**config.mk**
```make
export PLATFORM = sky130hd
export DESIGN_NAME = bitplane_scanner
export DESIGN_NICKNAME = d
export VERILOG_FILES = /design/src/source/fb_geom_pkg.sv /design/src/source/fb_types_pkg.sv /design/src/source/bitplane_scanner.sv
export SDC_FILE = /design/constraint.sdc
export NUM_CORES = 1
export LEC_CHECK = 0
export ABC_AREA = 1
export ABC_CLOCK_PERIOD_IN_PS = 1600
export BUFFER_PORTS_ARGS = -buffer_cell sky130_fd_sc_hd__buf_2
export CAP_MARGIN = 10
export CELL_PAD_IN_SITES_DETAIL_PLACEMENT = 2
export CELL_PAD_IN_SITES_GLOBAL_PLACEMENT = 2
export CORE_MARGIN = 5
export CORE_UTILIZATION = 18
export CTS_CLUSTER_SIZE = 16
export DETAILED_ROUTE_END_ITERATION = 7
export GPL_TIMING_DRIVEN = 0
export PLACE_DENSITY = 0.83
export SLEW_MARGIN = 15
export SYNTH_ARGS = -nofsm -noshare
export SYNTH_HDL_FRONTEND = slang
export SYNTH_SLANG_ARGS = --single-unit
```
**constraint.sdc**
```tcl
create_clock -name ClockA -period 1.6 [get_ports ClockA]
set_input_delay 0.32 -clock ClockA [delete_from_list [all_inputs] [get_ports ClockA]]
set_output_delay 0.32 -clock ClockA [all_outputs]
set_load 0.05 [all_outputs]
```
**src/source/fb_geom_pkg.sv**
```systemverilog
/*
 * framebuffer geometry
 * panel, colour select, body address and bit-plane sizes shared by the design
 */
package fb_geom_pkg;

    // panel select, 4 panels
    localparam int unsigned PANEL_BITS = 2;
    localparam int unsigned PANELS = 1 << PANEL_BITS;

    // colour select: 0 red, 1 green, 2 blue, 3 spare
    localparam int unsigned COLOR_BITS = 2;

    // body address split into row and column
    localparam int unsigned ROW_BITS = 3;
    localparam int unsigned COL_BITS = 3;

    // one colour byte per pixel
    localparam int unsigned BYTE_W = 8;

    // one lane per (panel, colour) pair
    localparam int unsigned LANES = 1 << (PANEL_BITS + COLOR_BITS);

    // row and column together address one lane
    localparam int unsigned BODY_BITS = ROW_BITS + COL_BITS;

    // 8 bit planes for binary-coded modulation
    localparam int unsigned PLANE_BITS = 3;

endpackage
```
**src/source/fb_types_pkg.sv**
```systemverilog
/*
 * framebuffer bus types
 * host write address, scan read address, wide read word and pixel bit vector
 */
package fb_types_pkg;

    // host write address, msb first: panel, row, col, colour
    typedef struct packed {
        logic [fb_geom_pkg::PANEL_BITS-1:0] panel;
        logic [fb_geom_pkg::ROW_BITS-1:0]   row;
        logic [fb_geom_pkg::COL_BITS-1:0]   col;
        logic [fb_geom_pkg::COLOR_BITS-1:0] color;
    } mem_write_addr_t;

    // body address {row, col}, same for every lane
    typedef logic [fb_geom_pkg::BODY_BITS-1:0] mem_read_addr_t;

    // the four lanes of one panel, red sits lowest (colour 0)
    typedef struct packed {
        logic [fb_geom_pkg::BYTE_W-1:0] spare;
        logic [fb_geom_pkg::BYTE_W-1:0] blue;
        logic [fb_geom_pkg::BYTE_W-1:0] green;
        logic [fb_geom_pkg::BYTE_W-1:0] red;
    } panel_bytes_t;

    // one read returns every lane at once
    // lane L sits at bit 8L in both views
    typedef union packed {
        logic [fb_geom_pkg::LANES-1:0][fb_geom_pkg::BYTE_W-1:0] lane;
        panel_bytes_t [fb_geom_pkg::PANELS-1:0]                panel;
    } mem_read_data_u;

    // per panel p: bit 3p red, 3p+1 green, 3p+2 blue
    typedef logic [3*fb_geom_pkg::PANELS-1:0] rgb_bits_t;

endpackage

```
**src/source/bitplane_scanner.sv**
```systemverilog
/*
 * bit-plane scanner
 * walks planes (outer) and body addresses (inner), one read per cycle,
 * and slices the returned word into per-panel rgb plane bits
 */
`timescale 1ns/1ns

module bitplane_scanner (
    input  logic                                ClockA,
    input  logic                                arst_n,
    input  logic                                scan_start,
    output logic                                rd_en,
    output fb_types_pkg::mem_read_addr_t        rd_addr,
    input  fb_types_pkg::mem_read_data_u        rd_data,
    output logic                                pixel_valid,
    output fb_types_pkg::mem_read_addr_t        pixel_addr,
    output logic [fb_geom_pkg::PLANE_BITS-1:0]  pixel_plane,
    output fb_types_pkg::rgb_bits_t             pixel_rgb,
    output logic                                frame_done,
    output logic                                scan_busy
);
    import fb_geom_pkg::*;
    import fb_types_pkg::*;

    // issue side counters
    logic                  busy_q;
    logic [PLANE_BITS-1:0] plane_q;
    mem_read_addr_t        addr_q;
    logic                  last_w;

    // side pipeline, stage 1 (stage 2 is the pixel outputs)
    logic                  s1_valid;
    logic                  s1_last;
    mem_read_addr_t        s1_addr;
    logic [PLANE_BITS-1:0] s1_plane;

    // final read of the frame: top plane, top address
    assign last_w = (plane_q == '1) && (addr_q == '1);

    always_ff @(posedge ClockA or negedge arst_n) begin
        if (!arst_n) begin
            busy_q  <= 1'b0;
            plane_q <= '0;
            addr_q  <= '0;
        end else if (busy_q) begin
            // address wraps into the next plane
            {plane_q, addr_q} <= {plane_q, addr_q} + 1'b1;
            if (last_w) begin
                busy_q <= 1'b0;
            end
        end else if (scan_start && !scan_busy) begin
            // start ignored until the previous frame has drained
            busy_q  <= 1'b1;
            plane_q <= '0;
            addr_q  <= '0;
        end
    end

    // a read goes out on every busy cycle
    assign rd_en   = busy_q;
    assign rd_addr = addr_q;

    // valid and last flags, two stages to match the RAM read
    always_ff @(posedge ClockA or negedge arst_n) begin
        if (!arst_n) begin
            s1_valid    <= 1'b0;
            s1_last     <= 1'b0;
            pixel_valid <= 1'b0;
            frame_done  <= 1'b0;
        end else begin
            s1_valid    <= rd_en;
            s1_last     <= rd_en && last_w;
            pixel_valid <= s1_valid;
            frame_done  <= s1_last;
        end
    end

    // address and plane ride along
    always_ff @(posedge ClockA) begin
        s1_addr     <= addr_q;
        s1_plane    <= plane_q;
        pixel_addr  <= s1_addr;
        pixel_plane <= s1_plane;
    end

    // busy until the last result has left
    assign scan_busy = busy_q || s1_valid || pixel_valid;

    // pick the current plane bit out of each panel's colour bytes
    // spare byte is never shown
    always_comb begin
        for (int p = 0; p < PANELS; p++) begin
            pixel_rgb[3*p]     = rd_data.panel[p].red[pixel_plane];
            pixel_rgb[3*p + 1] = rd_data.panel[p].green[pixel_plane];
            pixel_rgb[3*p + 2] = rd_data.panel[p].blue[pixel_plane];
        end
    end

endmodule

```
Word-level counts from Yosys, hierarchy flattened. Cells that the tools add are included.

Logic and storage cells: 53. Output and inout port bits: 31. Register bits after elaboration: 32. Input port bits: 131.

Order comparisons: 1. Reductions and logical operators: 7. Add/sub/neg operators: 1. Muxes and demuxes: 31. Eq/ne operators: 2.

Operators by type and width (number): $bmux 1 s3 (12); $mux 1 (15); $mux 6 (2); $add 9x1->9 const B (1); $eq 6x6->1 const B (1); $mux 3 (2); $lt 3x4->1 const B (1); $eq 3x3->1 const B (1); $logic_and 1x1->1 (3); $logic_or 1x1->1 (2); $reduce_bool 2->1 (1); $logic_not 1->1 (1).

Logic depth before layout (Yosys ltp).
Word-level depth: 6. Gate-level depth with buffers: 8.

Least setup slack after synthesis. Ideal clock, no wire load.

Path kind: reg-to-output. Start: reg pixel_plane[1] in the netlist's numbering. End: out pixel_rgb[0]. Path buffers: 2. Required time: 1.280 ns. Cell stages (with the launch flop): 9. Arrival: 1.630 ns. Setup slack: -0.350 ns. Cell sequence: dfxtp_1 -> buf_4 -> inv_2 -> buf_2 -> nor2_1 -> nand2_1 -> nand2_1 -> nand2_1 -> nand2_1.

Cells in the longest elaborated chain, start to end: 2.

RTL lines: from (decl) (line bitplane_scanner.sv:17) `output logic [fb_geom_pkg::PLANE_BITS-1:0] pixel_plane,`; from (signal assigned) (line bitplane_scanner.sv:83) `pixel_plane <= s1_plane;`; $bmux 1 s3 (line bitplane_scanner.sv:93) `pixel_rgb[3*p] = rd_data.panel[p].red[pixel_plane];`; $mux 1 (implied by the code) (line bitplane_scanner.sv:93); to (decl) (line bitplane_scanner.sv:18) `output fb_types_pkg::rgb_bits_t pixel_rgb,`.

No other way between the ends. The select of a mux whose other input is x is not followed.

Worst setup path after layout.
Start: reg pixel_plane[0] in the netlist's numbering. End: out pixel_rgb[2].

Cells in the longest elaborated chain, start to end: 2.

RTL lines: $bmux 1 s3 (line bitplane_scanner.sv:95) `pixel_rgb[3*p + 2] = rd_data.panel[p].blue[pixel_plane];`; $mux 1 (implied by the code) (line bitplane_scanner.sv:95).

No other way between the ends. The select of a mux whose other input is x is not followed.

==> impl_metrics.yaml <==
die:
  die_area_um2: 15040
  ios: 162
  die_w_um: 122.6
  initial_utilization: 0.1824
  die_h_um: 122.6
  coreArea_um2: 12520
  rows: 41
detailed_routing:
  drc: 0
  vias_per_cell: 4.097
  drtIter0Drc: 63
  wirelength_um: 10770
  drtAntennaViolNets: 0
  wl_per_cell_um: 14.70
  firstDrtPassIters: 4
  via_count: 3003
synthesis:
  synth_top_cell_by_area: "nand2_1"
  synth_xor_area_frac: 0
  yosys_warnings: 0
  syn_area_um2: 2283
  synth_area_leaders: "nand2_1, nor2_1, dfxtp_1"
  ys_ff_latch: 32
  yosysSeqAreaShare: 0.3112
  synth_mux_area_frac: 0
  synth-simple-area-share: 0.4959
  synth_top_family_by_area: "simple AND/OR/NAND/NOR gates"
  avgSynthCellArea_um2: 5.463
  synth_fa_ha_area_frac: 0.005479
  synthCells: 418
  synth_compound_gate_area_share: 0.01973
  ys_types: 18
  syn_nets: 550
  synth_top_area_frac: 0.3074
sta:
  finalHoldViolCount: 0
  hold_slack_ns: 0.3234
  finalSetupTns_ns: -2.642
  setup_viol: 12
  rsz0062_at_grt: "true"
  min_period_over_period: 1.158
  slew_headroom: 0.6940
  finalWorstSetupSlack_ns: -0.2535
  worst_pin_slew_ns: 0.4591
  fmax_mhz: 539.5
  skew_ns: 0.003453
  drv_slew: 0
  fin_crit_ns: 1.853
job:
  maxCapViolCount: 0
global_route:
  grt_util_met1: 0.1537
  grt_pass1_vias: 3328
  grt_pass1_wl_um: 16410
  grt_max_degree: 15
  grt_busiest_layer: "met2"
  antenna_found_initial: 3
  gr-usage-met2: 0.2710
  grt_usage: 0.1396
  grt_use_met3: 0.03963
  overflow: 0
setup_path:
  required_ns: 1.28
  cp_max_fo: 9
  crit_top_cell: "nand2_1"
  cp-end-kind: "output port"
  crit_path_cell_trace: "buf_12, buf_4, nor2_1, nor2_1, nand2_1, nand2_1, nand2_1, nand2_4, buf_8"
  crit_path_max_incr_delay_ns: 0.41
  reg2reg_depth: 6
  cpLargestDelayFamily: "buffers and inverters"
  r2r-end: "plane_q[2]"
  reg2reg_from: "rd_addr[1]"
  critPathKind: "register to output port"
  slowest_stage: "dfxtp_4"
  worstPathArrival_ns: 1.53
  worst_setup_path_start_kind: "register"
  crit_buf_inv: 3
  crit_cells: 9
  rrSetupSlack_ns: 0.15
cells_and_area:
  drive_gt1_frac: 0.3339
  nets: 691
  syn_to_final_growth_pct: 59.45
  instances_no_fill: 733
  fillers: 1580
  stdcell_area_um2: 3641
min_path:
  min_path_type: "register to register"
  hold-path-endpoint: "pixel_plane[2]"
  hold_depth: 0
  min_from: "s1_plane[2]"
pwr:
  vdd_ir_drop_max_mv: 0.5670
  p_per_area_nw_per_um2: 590.5
  cellLeakagePower_nw: 2.054
placed_design:
  io_buffers: 129
  placedCellCount: 719
  dp_hpwl_um: 8685
  globalplace.congestion: 0.8458
  placed_area_um2: 3239
status:
  outcome: "complete, but fails checks"
  violations: "negative setup slack"
clock_network:
  cts_root_buf: "clkbuf_16"
  clk_path_buf_depth: 2
  clkSlewWorstSetupHoldPaths_ns: 0.05
  cts_inserted_buffers: 5
  insertion_delay_ns: 0.27
  cts_tree: "built"
  htree_levels: 2
  clkSinkCount: 32
## worst register-to-register path, stage by stage (launching register included)
cell and delay, ns:
dfrtp_1 0.42, ha_1 0.24, nand2_1 0.09, nor2_1 0.18, nand3_1 0.21, nand3_1 0.14, nand2_1 0.06
## per-stage QoR
step           power (mW)    util  worst slack [ns]
3_5_place_dp        1.164  0.2588           -0.2806
4_1_cts             2.173  0.2891           -0.2856
5_1_grt             2.250  0.2907           -0.3482
2_1_floorplan      0.9863       -          0.007311
3_3_place_gp        1.154  0.2588           -0.2327
6_report            2.150  0.2909           -0.2535
## layer usage
layer,vias up,part of all wire
met5,-,0.0032
met4,6,0.0071
met3,12,0.084
met2,98,0.51
met1,1406,0.40
li1,1481,-
## synth_stat cells, drive strengths merged
| cell type | number |
|---|---|
| a21oi | 3 |
| buf | 17 |
| clkbuf | 2 |
| dfrtp | 14 |
| dfxtp | 18 |
| ha | 1 |
| inv | 60 |
| nand2 | 187 |
| nand3 | 8 |
| nand4 | 1 |
| nor2 | 101 |
| nor3 | 1 |
| o211ai | 1 |
| o21ai | 3 |
| o21bai | 1 |
## what timing repair did
action,4_1_cts,5_1_grt
setup endpoints to repair,12,12
endpoints found under the hold margin,14,0
gates cloned,1,0
resized for setup,54,6
pin swaps,2,0
hold buffers,1,0
setup buffers,5,0
## registers in the layout (all words and copies together), names as in the netlist
signal	cells
pixel_addr	6
s1_valid	1
s1_plane	3
s1_addr	6
frame_done	1
plane_q	3
rd_en	1
pixel_valid	1
rd_addr	6
s1_last	1
pixel_plane	3
## where the power goes
group / switching (mW) / internal [mW] / total, mW
combinational: 0.206 / 0.177 / 0.383
sequential: 0 / 0.801 / 0.801
clock: 0.306 / 0.660 / 0.967
## worst max-delay path by stage
| stage | startpoint | to | slack (ns) |
|---|---|---|---|
| 5_1_grt | pixel_plane[0] | pixel_rgb[2] | -0.35 |
| 4_1_cts | pixel_plane[0] | pixel_rgb[10] | -0.29 |
| 3_3_place_gp | pixel_plane[1] | pixel_rgb[9] | -0.23 |
| 2_1_floorplan | pixel_plane[2] | pixel_rgb[0] | 0.007 |
| 3_5_place_dp | pixel_plane[1] | pixel_rgb[0] | -0.28 |
| 6_report | pixel_plane[0] | pixel_rgb[2] | -0.25 |
## cell type report
cell class,instances,area (um^2),share of cell area
Antenna cell,1,2.502,0.0006873
Buffer,17,182.7,0.05017
Clock buffer,8,156.4,0.04296
Inverter,60,225.2,0.06186
Multi-Input combinational cell,307,1315,0.3612
Sequential cell,32,718.2,0.1973
Tap cell,172,215.2,0.05911
Timing Repair Buffer,136,825.8,0.2268
## cell usage in the layout, fill, tap and decap left out
| cell type | instances |
|---|---|
| o211ai_1 | 1 |
| ha_1 | 1 |
| inv_2 | 1 |
| o21bai_1 | 1 |
| buf_2 | 119 |
| dfxtp_1 | 16 |
| dlygate4sd3_1 | 1 |
| nand4_1 | 1 |
| clkbuf_16 | 5 |
| nor2_2 | 1 |
| diode_2 | 1 |
| buf_4 | 7 |
| o21ai_0 | 3 |
| clkbuf_2 | 1 |
| clkbuf_8 | 2 |
| a21oi_1 | 3 |
| nor2_1 | 100 |
| nand2_4 | 12 |
| buf_16 | 1 |
| dfrtp_1 | 14 |
| buf_8 | 10 |
| clkbuf_1 | 2 |
| inv_1 | 59 |
| dfxtp_4 | 2 |
| nand2_1 | 162 |
| buf_6 | 11 |
| nand3_1 | 8 |
| nor3_1 | 1 |
| nand2_2 | 13 |
| buf_12 | 2 |
## cells by family after synthesis
family,Yosys count
flip-flops,32
AO/OA/AOI/OAI,8
buffers and inverters,79
AND/OR/NAND/NOR,298
adder cells (fa/ha/maj),1
Power figures use the tool's default switching activity.
